**config.mk**
```make
export PLATFORM = sky130hd
export DESIGN_NAME = coherence_sequencer
export DESIGN_NICKNAME = d
export VERILOG_FILES = /design/src/rtl/coherence_pkg.sv /design/src/rtl/coherence_sequencer.sv
export VERILOG_INCLUDE_DIRS = /design/src /design/src/rtl
export SDC_FILE = /design/constraint.sdc
export NUM_CORES = 1
export LEC_CHECK = 0
export ABC_AREA = 1
export BUFFER_PORTS_ARGS = -buffer_cell sky130_fd_sc_hd__buf_2
export CAP_MARGIN = 20
export CORE_AREA = 5 5 130 132
export DETAILED_ROUTE_END_ITERATION = 10
export DIE_AREA = 0 0 135 137
export MAX_ROUTING_LAYER = met4
export SETUP_SLACK_MARGIN = 0.2
export SLEW_MARGIN = 40
export SYNTH_ARGS = -nofsm -noshare
export SYNTH_HDL_FRONTEND = slang
export SYNTH_SLANG_ARGS = --single-unit
```
**constraint.sdc**
```tcl
create_clock -name clk -period 1.89 [get_ports clk]
set_input_delay 0.2835 -clock clk [delete_from_list [all_inputs] [get_ports clk]]
set_output_delay 0.2835 -clock clk [all_outputs]
set_load 0.005 [all_outputs]
```
**src/rtl/coherence_config.svh**
```systemverilog
//////////////////////////////////////////////////////////////////////
// Coherence directory configuration
// Sizes shared by the RTL and the testbench
//////////////////////////////////////////////////////////////////////
`ifndef COHERENCE_CONFIG_SVH
`define COHERENCE_CONFIG_SVH

`define COH_NUM_L2        4
`define COH_NUM_SETS      16
`define COH_NUM_WAYS      4
`define COH_WAY_WIDTH     2
`define COH_ADDR_WIDTH    32
`define COH_OFFSET_WIDTH  6     // Block offset below the set index
`define COH_INDEX_WIDTH   4
`define COH_DATA_WIDTH    32
`define COH_PORT_WIDTH    2

`endif

```
**src/rtl/coherence_pkg.sv**
```systemverilog
//////////////////////////////////////////////////////////////////////
// Coherence package
// MESI, operation and sequencer enums, plus the request and line structs
//////////////////////////////////////////////////////////////////////
`default_nettype none
`include "coherence_config.svh"

package coherence_pkg;

    typedef enum logic [1:0] {
        MESI_INVALID   = 2'b00,
        MESI_SHARED    = 2'b01,
        MESI_EXCLUSIVE = 2'b10,
        MESI_MODIFIED  = 2'b11
    } mesi_state_t;

    typedef enum logic {
        OP_READ_UPDATE,
        OP_WRITE_UPDATE
    } coh_op_t;

    typedef enum logic [1:0] {
        SEQ_IDLE,
        SEQ_LOOKUP,
        SEQ_RESPOND,
        SEQ_RELEASE
    } seq_state_t;

    // Request levels held by an L2 port until verify
    typedef struct packed {
        logic                        read_update;
        logic                        write_update;
        logic [`COH_ADDR_WIDTH-1:0]  addr;
        logic [`COH_WAY_WIDTH-1:0]   way;
        logic [`COH_DATA_WIDTH-1:0]  data;
    } l2_req_t;

    typedef struct packed {
        logic        verify;
        mesi_state_t mesi_state;
    } l2_rsp_t;

    typedef struct packed {
        logic                        valid;
        coh_op_t                     op;
        logic [`COH_PORT_WIDTH-1:0]  port;
        logic [`COH_INDEX_WIDTH-1:0] set;
        logic [`COH_WAY_WIDTH-1:0]   way;
    } line_op_t;

    typedef struct packed {
        logic                        valid;
        logic [`COH_PORT_WIDTH-1:0]  port;
        logic [`COH_INDEX_WIDTH-1:0] set;
        logic [`COH_WAY_WIDTH-1:0]   way;
        logic [`COH_DATA_WIDTH-1:0]  data;
    } shadow_wr_t;

endpackage

`default_nettype wire

```
**src/rtl/coherence_sequencer.sv**
```systemverilog
//////////////////////////////////////////////////////////////////////
// Coherence sequencer
// Fixed priority pick of one L2 request at a time, transaction FSM
// and the per-port verify and state responses
//////////////////////////////////////////////////////////////////////
`timescale 1ns/1ps
`default_nettype none
`include "coherence_config.svh"

module coherence_sequencer import coherence_pkg::*; (
    input  logic                       clk,
    input  logic                       reset,
    input  l2_req_t [`COH_NUM_L2-1:0]  l2_req,
    input  mesi_state_t                new_state,
    output l2_rsp_t [`COH_NUM_L2-1:0]  l2_rsp,
    output shadow_wr_t                 shadow_wr,
    output line_op_t                   line_op
);

    seq_state_t                  state_q;
    seq_state_t                  state_d;
    mesi_state_t                 rsp_state_q;
    logic [`COH_NUM_L2-1:0]      req_any;
    logic [`COH_NUM_L2-1:0]      req_both;
    logic [`COH_NUM_L2-1:0]      verify_vec;
    logic                        pick_valid;
    logic [`COH_PORT_WIDTH-1:0]  pick_port;
    l2_req_t                     pick_req;
    logic [`COH_INDEX_WIDTH-1:0] pick_set;

    always_comb begin
        for (int i = 0; i < `COH_NUM_L2; i++) begin
            req_any[i]  = l2_req[i].read_update | l2_req[i].write_update;
            req_both[i] = l2_req[i].read_update & l2_req[i].write_update;
        end
    end

    // Scan downwards so the lowest requesting port is left in pick_port
    always_comb begin
        pick_valid = 1'b0;
        pick_port  = '0;
        for (int i = `COH_NUM_L2-1; i >= 0; i--) begin
            if (req_any[i]) begin
                pick_valid = 1'b1;
                pick_port  = `COH_PORT_WIDTH'(i);
            end
        end
    end

    assign pick_req = l2_req[pick_port];
    assign pick_set = pick_req.addr[`COH_OFFSET_WIDTH +: `COH_INDEX_WIDTH];

    // Snapshot is written on the acceptance edge itself
    always_comb begin
        shadow_wr.valid = (state_q == SEQ_IDLE) && pick_valid;
        shadow_wr.port  = pick_port;
        shadow_wr.set   = pick_set;
        shadow_wr.way   = pick_req.way;
        shadow_wr.data  = pick_req.data;
    end

    always_comb begin
        state_d = state_q;
        case (state_q)
            SEQ_IDLE: begin
                if (pick_valid) begin
                    state_d = SEQ_LOOKUP;
                end
            end
            SEQ_LOOKUP:  state_d = SEQ_RESPOND;    // Directory updates on this edge
            SEQ_RESPOND: state_d = SEQ_RELEASE;
            SEQ_RELEASE: begin
                if (!req_any[line_op.port]) begin
                    state_d = SEQ_IDLE;
                end
            end
            default: state_d = SEQ_IDLE;
        endcase
    end

    always_ff @(posedge clk or posedge reset) begin
        if (reset) begin
            state_q     <= SEQ_IDLE;
            line_op     <= '0;
            rsp_state_q <= MESI_INVALID;
        end else begin
            state_q <= state_d;
            if (shadow_wr.valid) begin
                line_op.valid <= 1'b1;
                line_op.op    <= pick_req.write_update ? OP_WRITE_UPDATE : OP_READ_UPDATE;
                line_op.port  <= pick_port;    // Held as the chosen port until the next pick
                line_op.set   <= pick_set;
                line_op.way   <= pick_req.way;
            end else begin
                line_op.valid <= 1'b0;
            end
            if (state_q == SEQ_LOOKUP) begin
                rsp_state_q <= new_state;
            end
        end
    end

    always_comb begin
        for (int i = 0; i < `COH_NUM_L2; i++) begin
            verify_vec[i]        = (state_q == SEQ_RESPOND) &&
                                   (line_op.port == `COH_PORT_WIDTH'(i));
            l2_rsp[i].verify     = verify_vec[i];
            l2_rsp[i].mesi_state = (line_op.port == `COH_PORT_WIDTH'(i)) ?
                                   rsp_state_q : MESI_INVALID;
        end
    end

    verify_one_port: assert property (@(posedge clk) disable iff (reset)
        $onehot0(verify_vec));

    // A port asks for one kind of update at a time
    no_dual_request: assert property (@(posedge clk) disable iff (reset)
        req_both == '0);

    verify_then_release: assert property (@(posedge clk) disable iff (reset)
        |verify_vec |=> state_q == SEQ_RELEASE);

endmodule

`default_nettype wire

```
[Word level (Yosys, flattened, before mapping)]
Cells that the tools add are included.
Storage, ports and cells
  register bits: 14
  latch bits: 0
  memory bits (writable): 0
  memory bits (read-only): 0
  input port bits: 276
  output and inout port bits: 63
  word-level logic and storage cells: 50
  memories: 0
Cells by class
  $add $sub $neg: 0
  $mul: 0
  div/mod/pow operators: 0
  magnitude comparators: 2
  equality and inequality tests: 8
  shift operators: 0
  muxes and demuxes: 21
  bitwise gates (word level): 4
  reductions and logical operators: 8
Operator list (count)
  68-bit binary-select mux with 2-bit select: 1
  67-bit two-way mux: 1
  2-bit two-way mux: 10
  2-bit == test, second input constant: 4
  2-bit case mux with 4 select lines: 1
  1-bit two-way mux: 7
  2-bit by 3-bit less-than comparator with 1-bit output, second input constant: 2
  1-bit logical AND: 5
  2-bit by 1-bit == test with 1-bit output, second input constant: 2
  2-bit logical NOT: 2
  2-bit inequality test, second input constant: 2
  1-bit bitwise OR: 4
  1-bit binary-select mux with 2-bit select: 1
  2-bit AND reduction: 1

[Logic depth before layout (Yosys ltp)]
  depth after elaboration: 8
  mapped depth: 11
  mapped depth without buffers: 9

[Least setup slack after synthesis]
OpenSTA, ideal clock, no wires.
  kind: input port to output port
  from: input port l2_req[202] in the netlist's numbering
  to: output port shadow_wr[32] in the netlist's numbering
  arrival time: 1.268 ns
  data required time: 1.607 ns
  setup slack: 0.338 ns
  cell stages on the path: 10
  path buffers: 3
  path through: nor2_4 > nand2_1 > nand2_2 > nand2_2 > buf_6 > buf_6 > nand2_1 > nand3_1 > and2_1 > buf_4
RTL lines
  start: declaration: RTL line coherence_sequencer.sv:13  | input l2_req_t [`COH_NUM_L2-1:0] l2_req,
  end: declaration: RTL line coherence_sequencer.sv:16  | output shadow_wr_t shadow_wr,

==> run metrics <==
Initial DRC Count 140; final core occ 0.290; Area Growth Syn to Fin 90.7%; PD cells between 500 and 600 nW/µm²; data arrival time of the critical path 1580 ps; Max Clock Freq around 540 MHz; post-synthesis sequential area ratio 0.147; top-area cell type share of the netlist area 0.147; Critical Setup Path Class input port to output port; Std-Cell Rows 46; max-slew violation count 0; r2r startpoint state_q[0]; crit-path max cell delay about 210 ps; Die ar. 18500 µm²; RePlAce Congestion roughly 0.80; Hold Path Class input port to async pin; Overall Global Routing Usage 0.121; Net Count, Synth between 600 and 700; CP cell instances buf_8, nor2_4, nand2_2, a21oi_4, buf_12, buf_6, o21ai_0, o21ai_1, buf_2; CORE AREA between 15000 and 20000 µm²; detailed-route wire length per cell between 15 and 20 µm; dpl cell area 3640 µm²; clock skew between 3 and 4 ps; Synth Area per Inst 5.80 µm²; Die Width ~140 µm; share of cells above drive strength 1 0.523; Reg clk slew, reported paths approximately 50 ps; switching pwr around 1.0 mW; post-synth top area cell dfrtp_1; leakage about 2.4 nW; CTS Buffer Depth 2; fin crit period between 1500 and 2000 ps; first-pass GRT wire length 17000 µm; HPWL Detailed 9520 µm; Switching Share 0.402; Ports roughly 340; clock root cell clkbuf_16; yosys warns 0; RSZ-0062 raised after global routing true; worst-path fanout max 13; Clock Sinks 14; Die H between 100 and 150 µm; initial antenna violation count 3; Setup Viol. Count Final 0; Synth area leaders dfrtp_1 15%, buf_4 12%, nand2_1 12%; worst r2r dst line_op[8]; setup TNS 0 ps; count of cell types in the netlist 22; number of max-cap violations 0; Hold Vio Cnt, Final 0; Total Wirelength around 14000 µm; Worst setup EP type output port; initial core utilization 0.152; Max VDD drop between 0.2 and 0.3 mV; slowest stage cell, crit path o21ai_1; power share of the clock group 0.171; largest net degree at the start of global routing 25; Power Internal approximately 1.5 mW; Seq cells post-synth 14; synthesized cell area about 2400 µm²; CP Data Required Time between 1500 and 2000 ps; flop2flop setup slack between 500 and 600 ps; CTS H-Tree Depth 1; Flop pwr share 0.205; status finished clean; antenna-violating nets left 0; final instance area roughly 4500 µm²; grt ovf 0; TritonCTS buffer count 3; Vias about 3500; Worst Path Buf+Inv 4; Nets slightly above 900; IO Port Bufs roughly 230; Via density 4.16; Setup crit start kind input port; CTS tree built; family with the most delay on the worst path buffers and inverters; # DRC 0; drt pass-1 iters 6; final worst-path cycle share 0.984; Cells after Synth around 400; vias in the first global route roughly 3300; worst reg-to-reg path cell count 7; Relative slew margins 0.604; clock latency on the worst-skew pair between 200 and 250 ps; worst-margin pin slew between 500 and 600 ps; Comb pwr share 0.624
-- layout by cell type, fill, tap and decap left out, types with 4 or more instances in the layout --
master     count
nand2_2        7
buf_2        218
buf_4         19
nand3_1       29
o21ai_0       24
nand2_1       68
nand3_2        6
nor2_2         8
ha_1           5
clkbuf_16     12
and2_1         4
buf_8          5
nand2_4        4
inv_1         44
dfrtp_1       14
o211ai_1      32
buf_16         4
o21ai_1       40
o21ai_2        6
nor2_1        39
buf_6         17
buf_12        10
-- power groups by stage --
stage	registers [mW]	clock network, mW	logic, mW
final	0.531	0.442	1.61
after global routing	0.549	0.483	1.80
after CTS	0.533	0.462	1.45
after detailed placement	0.535	0	1.38
after global placement	0.535	0	1.37
after floorplan	0.539	0	0.794
-- worst max-delay path by stage --
stage / from / cells past startpoint / to
6_report: l2_req[134] / 9 / shadow_wr[1]
2_1_floorplan: l2_req[202] / 10 / shadow_wr[32]
3_3_place_gp: l2_req[135] / 9 / shadow_wr[36]
5_1_grt: l2_req[271] / 11 / shadow_wr[29]
3_5_place_dp: l2_req[135] / 9 / shadow_wr[36]
4_1_cts: l2_req[135] / 9 / shadow_wr[21]
-- Yosys cell counts --
master	number
nand2_1	77
inv_1	48
nor2_1	47
buf_4	39
o21ai_0	38
nand3_1	35
o211ai_1	32
o21ai_1	32
buf_2	18
dfrtp_1	14
and2_1	6
ha_1	5
clkbuf_1	4
buf_6	3
nand2_2	3
a21oi_1	2
nor2_4	2
a21oi_2	1
inv_2	1
nand4_1	1
nor2_2	1
or2_2	1
-- worst reg2reg max path, cell delays in order, from the launching register on --
cell and delay, ps:
dfrtp_1 380, inv_1 100, ha_1 210, o21ai_1 140, buf_4 250, a21oi_1 60, nand2_1 60, nand2_1 50
-- per-stage QoR --
stage | cells | setup WS (ps) | total power, mW | hold WS, ps
after global placement | 815 | 6.35 | 1.91 | 379
after CTS | 828 | 72.6 | 2.44 | 119
after floorplan | 410 | 338 | 1.33 | 173
after detailed placement | 815 | 19.4 | 1.92 | 380
after global routing | 851 | -19.5 | 2.83 | 161
final | 852 | 30.7 | 2.59 | 100
-- logic make-up after synthesis --
logic type / share of synthesized area
simple gates: 0.311
buf+inv: 0.259
compound gates: 0.256
flops: 0.147
fa+ha+maj: 0.0263
-- routing by layer --
layer	vias up	global-route usage	wire length [µm]
met4	0	0.0151	151
met3	19	0.0279	1180
li1	1756	-	-
met1	1588	0.153	5820
met2	182	0.203	6400
met5	-	-	0
-- flip-flops by register name (all words and copies together), names as in the netlist --
register     count
line_op         10
rsp_state_q      2
state_q          2
-- final cells by class --
cell class                 instances  area (µm²)
inverter                          49         201
tap                              216         270
timing repair buffer             282        2040
fill                            1745       11100
multi-input combinational        284        1580
antenna                            3        7.51
sequential                        14         350
clock buffer                       4        88.8
-- timing repair --
action / 4_1_cts / 5_1_grt
buffers inserted: 5 / 11
cloned: 4 / 10
pin swaps: 7 / 36
gates resized for setup: 19 / 77
endpoints found under the setup margin: 38 / 39
hold buffers: 0 / 0
No activity file was read; power rests on OpenSTA's default activity.
