**src/rtl/coherence_config.svh**
```systemverilog
//////////////////////////////////////////////////////////////////////
// Coherence directory configuration
// Sizes shared by the RTL and the testbench
//////////////////////////////////////////////////////////////////////
`ifndef COHERENCE_CONFIG_SVH
`define COHERENCE_CONFIG_SVH

`define COH_NUM_L2        4
`define COH_NUM_SETS      16
`define COH_NUM_WAYS      4
`define COH_WAY_WIDTH     2
`define COH_ADDR_WIDTH    32
`define COH_OFFSET_WIDTH  6     // Block offset below the set index
`define COH_INDEX_WIDTH   4
`define COH_DATA_WIDTH    32
`define COH_PORT_WIDTH    2

`endif

```
**src/rtl/coherence_pkg.sv**
```systemverilog
//////////////////////////////////////////////////////////////////////
// Coherence package
// MESI, operation and sequencer enums, plus the request and line structs
//////////////////////////////////////////////////////////////////////
`default_nettype none
`include "coherence_config.svh"

package coherence_pkg;

    typedef enum logic [1:0] {
        MESI_INVALID   = 2'b00,
        MESI_SHARED    = 2'b01,
        MESI_EXCLUSIVE = 2'b10,
        MESI_MODIFIED  = 2'b11
    } mesi_state_t;

    typedef enum logic {
        OP_READ_UPDATE,
        OP_WRITE_UPDATE
    } coh_op_t;

    typedef enum logic [1:0] {
        SEQ_IDLE,
        SEQ_LOOKUP,
        SEQ_RESPOND,
        SEQ_RELEASE
    } seq_state_t;

    // Request levels held by an L2 port until verify
    typedef struct packed {
        logic                        read_update;
        logic                        write_update;
        logic [`COH_ADDR_WIDTH-1:0]  addr;
        logic [`COH_WAY_WIDTH-1:0]   way;
        logic [`COH_DATA_WIDTH-1:0]  data;
    } l2_req_t;

    typedef struct packed {
        logic        verify;
        mesi_state_t mesi_state;
    } l2_rsp_t;

    typedef struct packed {
        logic                        valid;
        coh_op_t                     op;
        logic [`COH_PORT_WIDTH-1:0]  port;
        logic [`COH_INDEX_WIDTH-1:0] set;
        logic [`COH_WAY_WIDTH-1:0]   way;
    } line_op_t;

    typedef struct packed {
        logic                        valid;
        logic [`COH_PORT_WIDTH-1:0]  port;
        logic [`COH_INDEX_WIDTH-1:0] set;
        logic [`COH_WAY_WIDTH-1:0]   way;
        logic [`COH_DATA_WIDTH-1:0]  data;
    } shadow_wr_t;

endpackage

`default_nettype wire

```
**src/rtl/mesi_directory.sv**
```systemverilog
//////////////////////////////////////////////////////////////////////
// MESI directory
// One state per set and way, advanced by read and write updates
//////////////////////////////////////////////////////////////////////
`timescale 1ns/1ps
`default_nettype none
`include "coherence_config.svh"

module mesi_directory import coherence_pkg::*; (
    input  logic        clk,
    input  logic        reset,
    input  line_op_t    line_op,
    input  logic        mismatch,
    output mesi_state_t new_state
);

    mesi_state_t dir_state [`COH_NUM_SETS][`COH_NUM_WAYS];
    mesi_state_t cur_state;

    assign cur_state = dir_state[line_op.set][line_op.way];

    // Transition rules
    always_comb begin
        if (line_op.op == OP_WRITE_UPDATE) begin
            new_state = MESI_MODIFIED;    // Local write always owns the line
        end else begin
            case (cur_state)
                MESI_INVALID: begin
                    new_state = MESI_EXCLUSIVE;
                end
                MESI_EXCLUSIVE: begin
                    // Differing copies elsewhere mean the line was changed
                    new_state = mismatch ? MESI_MODIFIED : MESI_SHARED;
                end
                MESI_SHARED: begin
                    new_state = MESI_SHARED;
                end
                MESI_MODIFIED: begin
                    new_state = MESI_INVALID;
                end
                default: begin
                    new_state = MESI_INVALID;
                end
            endcase
        end
    end

    always_ff @(posedge clk or posedge reset) begin
        if (reset) begin
            for (int s = 0; s < `COH_NUM_SETS; s++) begin
                for (int w = 0; w < `COH_NUM_WAYS; w++) begin
                    dir_state[s][w] <= MESI_INVALID;
                end
            end
        end else if (line_op.valid) begin
            dir_state[line_op.set][line_op.way] <= new_state;
        end
    end

    // One lookup per transaction, so the update never repeats on the next edge
    single_cycle_op: assert property (@(posedge clk) disable iff (reset)
        line_op.valid |=> !line_op.valid);

endmodule

`default_nettype wire

```
**config.mk**
```make
export PLATFORM = sky130hd
export DESIGN_NAME = mesi_directory
export DESIGN_NICKNAME = d
export VERILOG_FILES = /design/src/rtl/coherence_pkg.sv /design/src/rtl/mesi_directory.sv
export VERILOG_INCLUDE_DIRS = /design/src /design/src/rtl
export SDC_FILE = /design/constraint.sdc
export NUM_CORES = 1
export LEC_CHECK = 0
export BUFFER_PORTS_ARGS = -buffer_cell sky130_fd_sc_hd__buf_2
export CAP_MARGIN = 20
export CORE_MARGIN = 5
export CORE_UTILIZATION = 62
export DETAILED_ROUTE_END_ITERATION = 6
export PLACE_DENSITY = 0.83
export REMOVE_ABC_BUFFERS = 1
export SLEW_MARGIN = 20
export SYNTH_ARGS = -nofsm -noshare
export SYNTH_HDL_FRONTEND = slang
export SYNTH_SLANG_ARGS = --single-unit
```
**constraint.sdc**
```tcl
create_clock -name clk -period 6.75 [get_ports clk]
set_clock_uncertainty 0.1 [all_clocks]
set_input_delay 1.35 -clock clk [delete_from_list [all_inputs] [get_ports clk]]
set_output_delay 1.35 -clock clk [all_outputs]
set_load 0.01 [all_outputs]
```
# After elaboration in Yosys (flattened, before gate mapping)
# Index checks and enable logic that the tools add are counted.
totals:
  elab_cells: 90
  ram_bits: 0
  latch_bits: 0
  romBits: 0
  register_bits: 128
  out_inout_bits: 2
  inputBits: 13
  n_memories: 0
classes:
  n_shift: 0
  magnitude_cmp: 4
  add_sub_neg: 0
  reduce_logical: 3
  div_mod_pow: 0
  n_eq_ne: 3
  bitwise_logic: 2
  mux: 14
  mul: 0
op_table:
  columns: ["cell", "count"]
  rows:
  - ["bitwise mux 128 bit", 1]
  - ["binary-select mux 8 bit (select 4 bit)", 1]
  - ["demux 8 bit (select 4 bit)", 1]
  - ["2-to-1 mux 8 bit", 3]
  - ["2-to-1 mux 2 bit", 5]
  - ["case mux 2 bit (4 select lines)", 1]
  - [">= comparator 5 bit (second input constant)", 1]
  - ["< comparator 5 x 1 -> 1 bit (second input constant)", 1]
  - ["NOT 4 -> 5 bit", 1]
  - ["binary-select mux 2 bit (select 2 bit)", 1]
  - ["demux 2 bit (select 2 bit)", 1]
  - ["== test 2 bit (second input constant)", 2]
  - [">= comparator 3 bit (second input constant)", 1]
  - ["< comparator 3 x 1 -> 1 bit (second input constant)", 1]
  - ["NOT 2 -> 3 bit", 1]
  - ["== test 2 x 1 -> 1 bit (second input constant)", 1]
  - ["logical AND 1 bit", 2]
  - ["logical NOT 2 bit", 1]

# Logic depth before layout (Yosys ltp)
# Gate-level depths: netlist of the first run.
logic_depth:
  word_depth: 11
  ltp_mapped: 14
  ltp_nobuf: 10

# Worst setup path after synthesis of the first run
# OpenSTA, ideal clock, no wires.
synth_path:
  kind: "input port to output port"
  from: "input port line_op[3] in the netlist's numbering"
  to: "output port new_state[0]"
  arrival_ns: 4.386
  stages: 12
  required_ns: 5.300
  slack_ns: 0.914
  n_path_buf: 6
  cell_sequence: "buf_4 -> buf_12 -> buf_12 -> clkbuf_1 -> mux4_2 -> mux4_2 -> mux4_2 -> ha_1 -> nor2b_1 -> clkbuf_1 -> clkbuf_1 -> inv_1"
synth_via:
  elab_chain_len: 10
  elab_cells_between_ends: 13
  cone_classes: "eq/ne: 3; mux: 8; bitwise: 1; reduce/logical: 1"
synth_rtl:
  columns: ["item", "line", "source"]
  rows:
  - ["start: declaration", "mesi_directory.sv:12", "input line_op_t line_op,"]
  - ["NOT 4 -> 5 bit (not written as such) *", "mesi_directory.sv:20", "assign cur_state = dir_state[line_op.set][line_op.way];"]
  - ["binary-select mux 8 bit (select 4 bit) *", "mesi_directory.sv:20", null]
  - ["2-to-1 mux 8 bit (not written as such) * (2 in a row)", "mesi_directory.sv:20", null]
  - ["binary-select mux 2 bit (select 2 bit) *", "mesi_directory.sv:20", null]
  - ["2-to-1 mux 2 bit (not written as such) * (2 in a row)", "mesi_directory.sv:20", null]
  - ["== test 2 bit, or another cell as far along", "mesi_directory.sv:27", "case (cur_state)"]
  - ["case mux 2 bit (4 select lines) *", "mesi_directory.sv:27", null]
  - ["2-to-1 mux 2 bit *", "mesi_directory.sv:24", "if (line_op.op == OP_WRITE_UPDATE) begin"]
  - ["end: declaration", "mesi_directory.sv:14", "output mesi_state_t new_state"]
# Every way passes the cells marked *; elsewhere a longest branch is shown, timed or not. The select of a mux whose other input is x is not followed.

# Worst setup path after layout of the first run
layout_path:
  from: "input port line_op[2] in the netlist's numbering"
  to: "output port new_state[1]"
# The elaborated chain is that of the path after synthesis.

==> flow_metrics.env, run 1 <==
export IMPL_power_switching_share=0.2790
export IMPL_path_common_cell="sky130_fd_sc_hd__mux4_2"
export IMPL_grtUsageTotal=0.2898
export IMPL_number_of_slew_limit_violations_in_the_final_report=0
export IMPL_startpoint_type="input port"
export IMPL_grt_antenna_before_repair=0
export IMPL_yosys_register_bits=128
export IMPL_drc=0
export IMPL_powerDensity_nw_per_um2=330.9
export IMPL_clk_lat_worst_skew_ps=540
export IMPL_globalRoute_totalOverflow=0
export IMPL_timing_critical_path_arrival_ps=4790
export IMPL_cts_resized=0
export IMPL_first_global_vias=4870
export IMPL_post_cts_setup_buffer_count=0
export IMPL_status="finished, final reports clean"
export IMPL_cts_root_buf="sky130_fd_sc_hd__clkbuf_8"
export IMPL_crit_required_ps=5300
export IMPL_hp_class="reg2reg"
export IMPL_core_area_um2=9729
export IMPL_critical_path_class="in2out"
export IMPL_worst_slew_pin_transition_ps=1098
export IMPL_dp_slack_ps=567.6
export IMPL_synth_largest_area_cell="sky130_fd_sc_hd__dfrtp_1"
export IMPL_total_switching_power_w=0.0006312
export IMPL_synth_edf_count=0
export IMPL_achievable_frequency_mhz=160.3
export IMPL_tritoncts_num_buffers=17
export IMPL_yosys_cell_count_top_type="sky130_fd_sc_hd__dfrtp_1"
export IMPL_slew_headroom=0.2624
export IMPL_postCtsHoldBufs=0
export IMPL_ys_types=38
export IMPL_critical_path_slowest_cell="sky130_fd_sc_hd__buf_2"
export IMPL_tritoncts_num_sinks=128
export IMPL_layout_drive_gt1_share=0.1538
export IMPL_worst_setup_hold_path_clk_slew_ps=60
export IMPL_post_dp_hpwl_mm=10.02
export IMPL_synthesis_area_per_instance_um2=10.21
export IMPL_syn_inst=603
export IMPL_grt_first_pass_wirelength_mm=25.39
export IMPL_routed_wl_mm=15.84
export IMPL_synth_warning_count=0
export IMPL_finalNetCount=625
export IMPL_ctsLongestPathBuffers=2
export IMPL_comb_power_share=0.172
export IMPL_cts_htree_levels=4
export IMPL_post_route_period_util=0.9242
export IMPL_die_y_um=109.7
export IMPL_seq_power_share=0.445
export IMPL_synth_top_cell_area_share=0.5201
export IMPL_floorplan_io_pins=15
export IMPL_diodes_inserted=0
export IMPL_register_with_the_most_flip_flops="dir_state"
export IMPL_reg_top3="dir_state (128)"
export IMPL_finalWeightedCongestion=0.9329
export IMPL_hold_viol=0
export IMPL_ir_worst_vdd_mv=0.1706
export IMPL_tritoncts="yes"
export IMPL_power_report_internal_total_w=0.001631
export IMPL_vias_per_cell=6.387
export IMPL_grt_max_degree=78
export IMPL_critPathCaptureType="output port"
export IMPL_worstPathMaxFanout=29
export IMPL_drtPass1Iterations=6
export IMPL_timing_final_ws_setup_ps=511.6
export IMPL_synthToLayoutAreaGrowth_pct=11.03
export IMPL_dr_first_iter_drc_count=838
export IMPL_synth_seq_area_share=0.5201
export IMPL_io_buffer_count=12
export IMPL_summed_negative_setup_slack_over_all_endpoints_ps=0
export IMPL_flip_flop_count_of_the_largest_register_after_layout=128
export IMPL_synth_top_cells_by_count="128 x sky130_fd_sc_hd__dfrtp_1, 103 x sky130_fd_sc_hd__nand2_1, 85 x sky130_fd_sc_hd__nor2_1, 60 x sky130_fd_sc_hd__o21ai_0, 44 x sky130_fd_sc_hd__a21oi_1"
export IMPL_wire_per_inst_um=20.93
export IMPL_initial_standard_cell_utilization_of_the_core=0.6330
export IMPL_critical_path_cell_chain="buf_2 -> mux4_2 -> mux4_2 -> mux4_2 -> ha_1 -> nor2b_1 -> o41ai_4 -> buf_6 -> o311ai_2 -> buf_2"
export IMPL_final_setup_viol_count=0
export IMPL_drv_max_cap_violation_count=0
export IMPL_detailroute_via_count=4835
export IMPL_timing_critical_path_slowest_cell_delay_ps=640
export IMPL_async_flop_share=1.000
export IMPL_placement_rows=36
export IMPL_synth_area_um2=6158
export IMPL_final_min_clock_period_ps=6238
export IMPL_leakagePower_nw=3.031
export IMPL_rsz0062_at_grt="no"
export IMPL_postSynth_topFlopCell="sky130_fd_sc_hd__dfrtp_1"
export IMPL_cell_types_with_the_largest_area_share_after_synthesis="sky130_fd_sc_hd__dfrtp_1 52%, sky130_fd_sc_hd__mux4_2 7.7%, sky130_fd_sc_hd__nand2_1 6.3%"
export IMPL_clockPowerShare=0.383
export IMPL_design_die_area_um2=12030
export IMPL_fp_dieW_um=109.7
export IMPL_antenna_violating_nets_post_route=0
-- metal layers --
metal	up-vias	global-route usage	wire length [um]
met4	0	0.1505	702
met2	287	0.4538	7616
met5	-	0	0
li1	2146	-	-
met3	63	0.07986	1411
met1	2339	0.3707	6114
-- cell type report --
| class | instances | area [um^2] |
|---|---|---|
| sequential | 128 | 3203 |
| fill | 685 | 2892 |
| multi-input combinational | 436 | 2728 |
| clock buffer | 27 | 511.7 |
| timing repair buffer | 26 | 168.9 |
| tap | 133 | 166.4 |
| clock inverter | 5 | 50.05 |
| inverter | 2 | 10.01 |
-- metrics by stage --
stage	cell area, um^2	total power, W	instances	util	hold WS (ps)
2_1_floorplan	5931	0.001254	566	-	344.6
3_5_place_dp	6265	0.001392	724	0.6439	369.0
5_1_grt	6838	0.002355	757	0.7028	395.5
6_report	6838	0.002263	757	0.7028	375.3
4_1_cts	6827	0.002264	756	0.7016	381.9
3_3_place_gp	6265	0.001362	724	0.6439	356.8
-- worst paths after layout --
path	startpoint	end	slack, ps	cells after the start
worst max register to register	dir_state[117]	dir_state[99]	3290	10
worst min register to register	dir_state[125]	dir_state[125]	380	2
max in group asynchronous	reset	dir_state[73]	4420	3
worst min-delay path	dir_state[125]	dir_state[125]	380	2
worst max-delay path	line_op[2]	new_state[1]	510	10
min in group asynchronous	reset	dir_state[102]	920	2
-- critical path: cells and delay by family --
kind	cells	cell delay (ps)
AO/OA/AOI/OAI	2	300
adder cells (fa/ha/maj)	1	250
buffers and inverters	3	1050
AND/OR/NAND/NOR	1	210
multiplexers	3	1620
-- power groups by stage --
stage	clock network [W]	registers [W]	logic [W]
5_1_grt	0.000906	0.00102	0.000427
4_1_cts	0.000873	0.00100	0.000386
3_5_place_dp	0	0.00101	0.000379
2_1_floorplan	0	0.000986	0.000269
6_report	0.000868	0.00101	0.000389
3_3_place_gp	0	0.00100	0.000360
-- cell families (layout without fill, tap and decap cells) --
| group | after synthesis | in the layout | synth area share |
|---|---|---|---|
| and+or+nand+nor | 228 | 228 | 0.1538 |
| adders and majority gates | 1 | 1 | 0.002031 |
| DFF | 128 | 128 | 0.5201 |
| muxes | 68 | 68 | 0.1562 |
| buffers and inverters | 39 | 60 | 0.03820 |
| AOI/OAI and AO/OA | 139 | 139 | 0.1296 |
-- cell usage in the layout (no fill, tap or decap), drive strengths merged, types with 2 or more instances in the layout --
cell type,count
a21oi,44
a22oi,13
a31oi,17
buf,26
clkbuf,27
clkinv,4
dfrtp,128
inv,2
mux2,15
mux2i,32
mux4,21
nand2,103
nand2b,6
nand3,5
nand4,2
nor2,85
nor2b,4
nor3,8
nor4,2
o21ai,60
o41ai,2
or2,5
or3,2
Note: power is estimated with default switching activity, not from simulation.
==> run 2, diff against run 1 <==
--- a/config.mk
+++ b/config.mk
@@ -6,9 +6,9 @@
 export SDC_FILE = /design/constraint.sdc
 export NUM_CORES = 1
 export LEC_CHECK = 0
-export BUFFER_PORTS_ARGS = -buffer_cell sky130_fd_sc_hd__buf_2
+export BUFFER_PORTS_ARGS = -buffer_cell sky130_fd_sc_hd__clkbuf_2
 export CAP_MARGIN = 20
-export CORE_MARGIN = 5
+export CORE_MARGIN = 2
 export CORE_UTILIZATION = 62
 export DETAILED_ROUTE_END_ITERATION = 6
 export PLACE_DENSITY = 0.83
==> flow_metrics.env, run 2 (synthesized netlist as in run 1, its figures left out) <==
export IMPL_status="finished, violations left"
export IMPL_violated_checks="design-rule violations"
export IMPL_postCtsHoldBufs=0
export IMPL_initial_standard_cell_utilization_of_the_core=0.6330
export IMPL_die_y_um=103.7
export IMPL_critical_path_cell_chain="buf_2 -> buf_12 -> mux4_2 -> mux4_2 -> mux4_2 -> ha_1 -> nor2b_1 -> o41ai_4 -> o311ai_2 -> clkbuf_2"
export IMPL_drv_max_cap_violation_count=0
export IMPL_critical_path_class="in2out"
export IMPL_achievable_frequency_mhz=167.0
export IMPL_synthToLayoutAreaGrowth_pct=10.93
export IMPL_design_die_area_um2=10750
export IMPL_hold_viol=0
export IMPL_floorplan_io_pins=15
export IMPL_final_setup_viol_count=0
export IMPL_layoutNonFillerInstCount=752
export IMPL_path_common_cell="sky130_fd_sc_hd__mux4_2"
export IMPL_cts_htree_levels=4
export IMPL_antenna_violating_nets_post_route=0
export IMPL_flip_flop_count_of_the_largest_register_after_layout=128
export IMPL_layout_drive_gt1_share=0.1502
export IMPL_leakagePower_nw=3.028
export IMPL_reg_top3="dir_state (128)"
export IMPL_wire_per_inst_um=20.74
export IMPL_tritoncts_num_buffers=17
export IMPL_timing_critical_path_slowest_cell_delay_ps=490
export IMPL_post_cts_setup_buffer_count=0
export IMPL_register_with_the_most_flip_flops="dir_state"
export IMPL_placement_rows=36
export IMPL_final_cell_mix="128 x sky130_fd_sc_hd__dfrtp_1, 103 x sky130_fd_sc_hd__nand2_1, 85 x sky130_fd_sc_hd__nor2_1"
export IMPL_timing_critical_path_arrival_ps=4540
export IMPL_worstPathMaxFanout=26
export IMPL_detailroute_via_count=4825
export IMPL_rsz0062_at_grt="no"
export IMPL_finalWeightedCongestion=0.9018
export IMPL_timing_critical_path_buf_inv=3
export IMPL_critical_path_top_delay_family="multiplexers"
export IMPL_critical_path_slowest_cell="sky130_fd_sc_hd__mux4_2"
export IMPL_drc=4
export IMPL_slew_headroom=0.2377
export IMPL_grt_antenna_before_repair=0
export IMPL_diodes_inserted=0
export IMPL_grt_max_degree=77
export IMPL_finalNetCount=623
export IMPL_worst_setup_hold_path_clk_slew_ps=60
export IMPL_post_dp_hpwl_mm=9.853
export IMPL_startpoint_type="input port"
export IMPL_tritoncts_num_sinks=128
export IMPL_cts_root_buf="sky130_fd_sc_hd__clkbuf_8"
export IMPL_dp_slack_ps=790.5
export IMPL_io_buffer_count=12
export IMPL_number_of_slew_limit_violations_in_the_final_report=0
export IMPL_placed_cells=723
export IMPL_powerDensity_nw_per_um2=329.5
export IMPL_summed_negative_setup_slack_over_all_endpoints_ps=0
export IMPL_critPathCaptureType="output port"
export IMPL_globalRoute_totalOverflow=0
export IMPL_core_area_um2=9729
export IMPL_crit_required_ps=5300
export IMPL_first_global_vias=4801
export IMPL_hp_class="reg2reg"
export IMPL_ctsLongestPathBuffers=2
export IMPL_hold_ws_ps=375.8
export IMPL_grtUsageTotal=0.3105
export IMPL_mostFrequentLayoutCell="sky130_fd_sc_hd__dfrtp_1"
export IMPL_final_min_clock_period_ps=5990
export IMPL_grt_first_pass_wirelength_mm=25.46
export IMPL_vias_per_cell=6.416
export IMPL_timing_final_ws_setup_ps=760.2
export IMPL_drtPass1Iterations=7
export IMPL_routed_wl_mm=15.60
export IMPL_fp_dieW_um=103.7
export IMPL_post_route_period_util=0.8874
export IMPL_cts_resized=0
export IMPL_total_power_w=0.002251
export IMPL_tritoncts="yes"
export IMPL_worst_slew_pin_transition_ps=1140
export IMPL_clk_lat_worst_skew_ps=530
export IMPL_dr_first_iter_drc_count=540
export IMPL_ir_worst_vdd_mv=0.1359
## run 2: cell types whose count changed in the layout (fill, tap and decap cells not counted), sizes merged
cell,delta
buf,-13
bufinv,+1
clkinv,+2
clkbuf,+5
## run 2: layout make-up
class                           count  area (um^2)
Clock buffer                       21        449.2
Clock inverter                      8        90.09
Fill cell                         674         2898
Inverter                            2        10.01
Multi-Input combinational cell    436         2728
Sequential cell                   128         3203
Tap cell                          133        166.4
Timing Repair Buffer               24        185.2
## run 2: worst paths after layout
check	cells after the start	slack, ps	startpoint	end
max	10	760	line_op[3]	new_state[1]
min	2	380	dir_state[58]	dir_state[58]
max reg2reg	8	3070	dir_state[39]	dir_state[117]
min reg2reg	2	380	dir_state[58]	dir_state[58]
max in group asynchronous	3	4350	reset	dir_state[65]
min in group asynchronous	2	810	reset	dir_state[110]
## run 2: metal layers
metal | up-vias | global-route usage | share of wire
met1 | 2361 | 0.4055 | 0.39
met5 | - | 0 | 0
met3 | 54 | 0.09943 | 0.095
li1 | 2128 | - | -
met4 | 0 | 0.1467 | 0.038
met2 | 282 | 0.4768 | 0.48
## run 2: stage by stage
stage               area (um^2)  utilization
detailed placement         6292       0.6467
global route               6832       0.7022
floorplan                  5931            -
CTS                        6832       0.7022
global placement           6287       0.6462
finish                     6832       0.7022
## run 2: power breakdown
part           leakage (nW)  internal (W)  total (W)  switching [W]
sequential             1.65      0.000920    0.00100      0.0000844
combinational          1.11      0.000168   0.000395       0.000228
clock                 0.273      0.000534   0.000851       0.000317
## run 2: worst reg2reg max path, stage by stage (launching register included)
cell                      delay, ps
sky130_fd_sc_hd__dfrtp_1        380
sky130_fd_sc_hd__mux4_2         490
sky130_fd_sc_hd__mux4_2         530
sky130_fd_sc_hd__mux4_2         480
sky130_fd_sc_hd__ha_1           250
sky130_fd_sc_hd__a21oi_1        250
sky130_fd_sc_hd__o31a_1         620
sky130_fd_sc_hd__buf_12         270
sky130_fd_sc_hd__o21ai_0        170
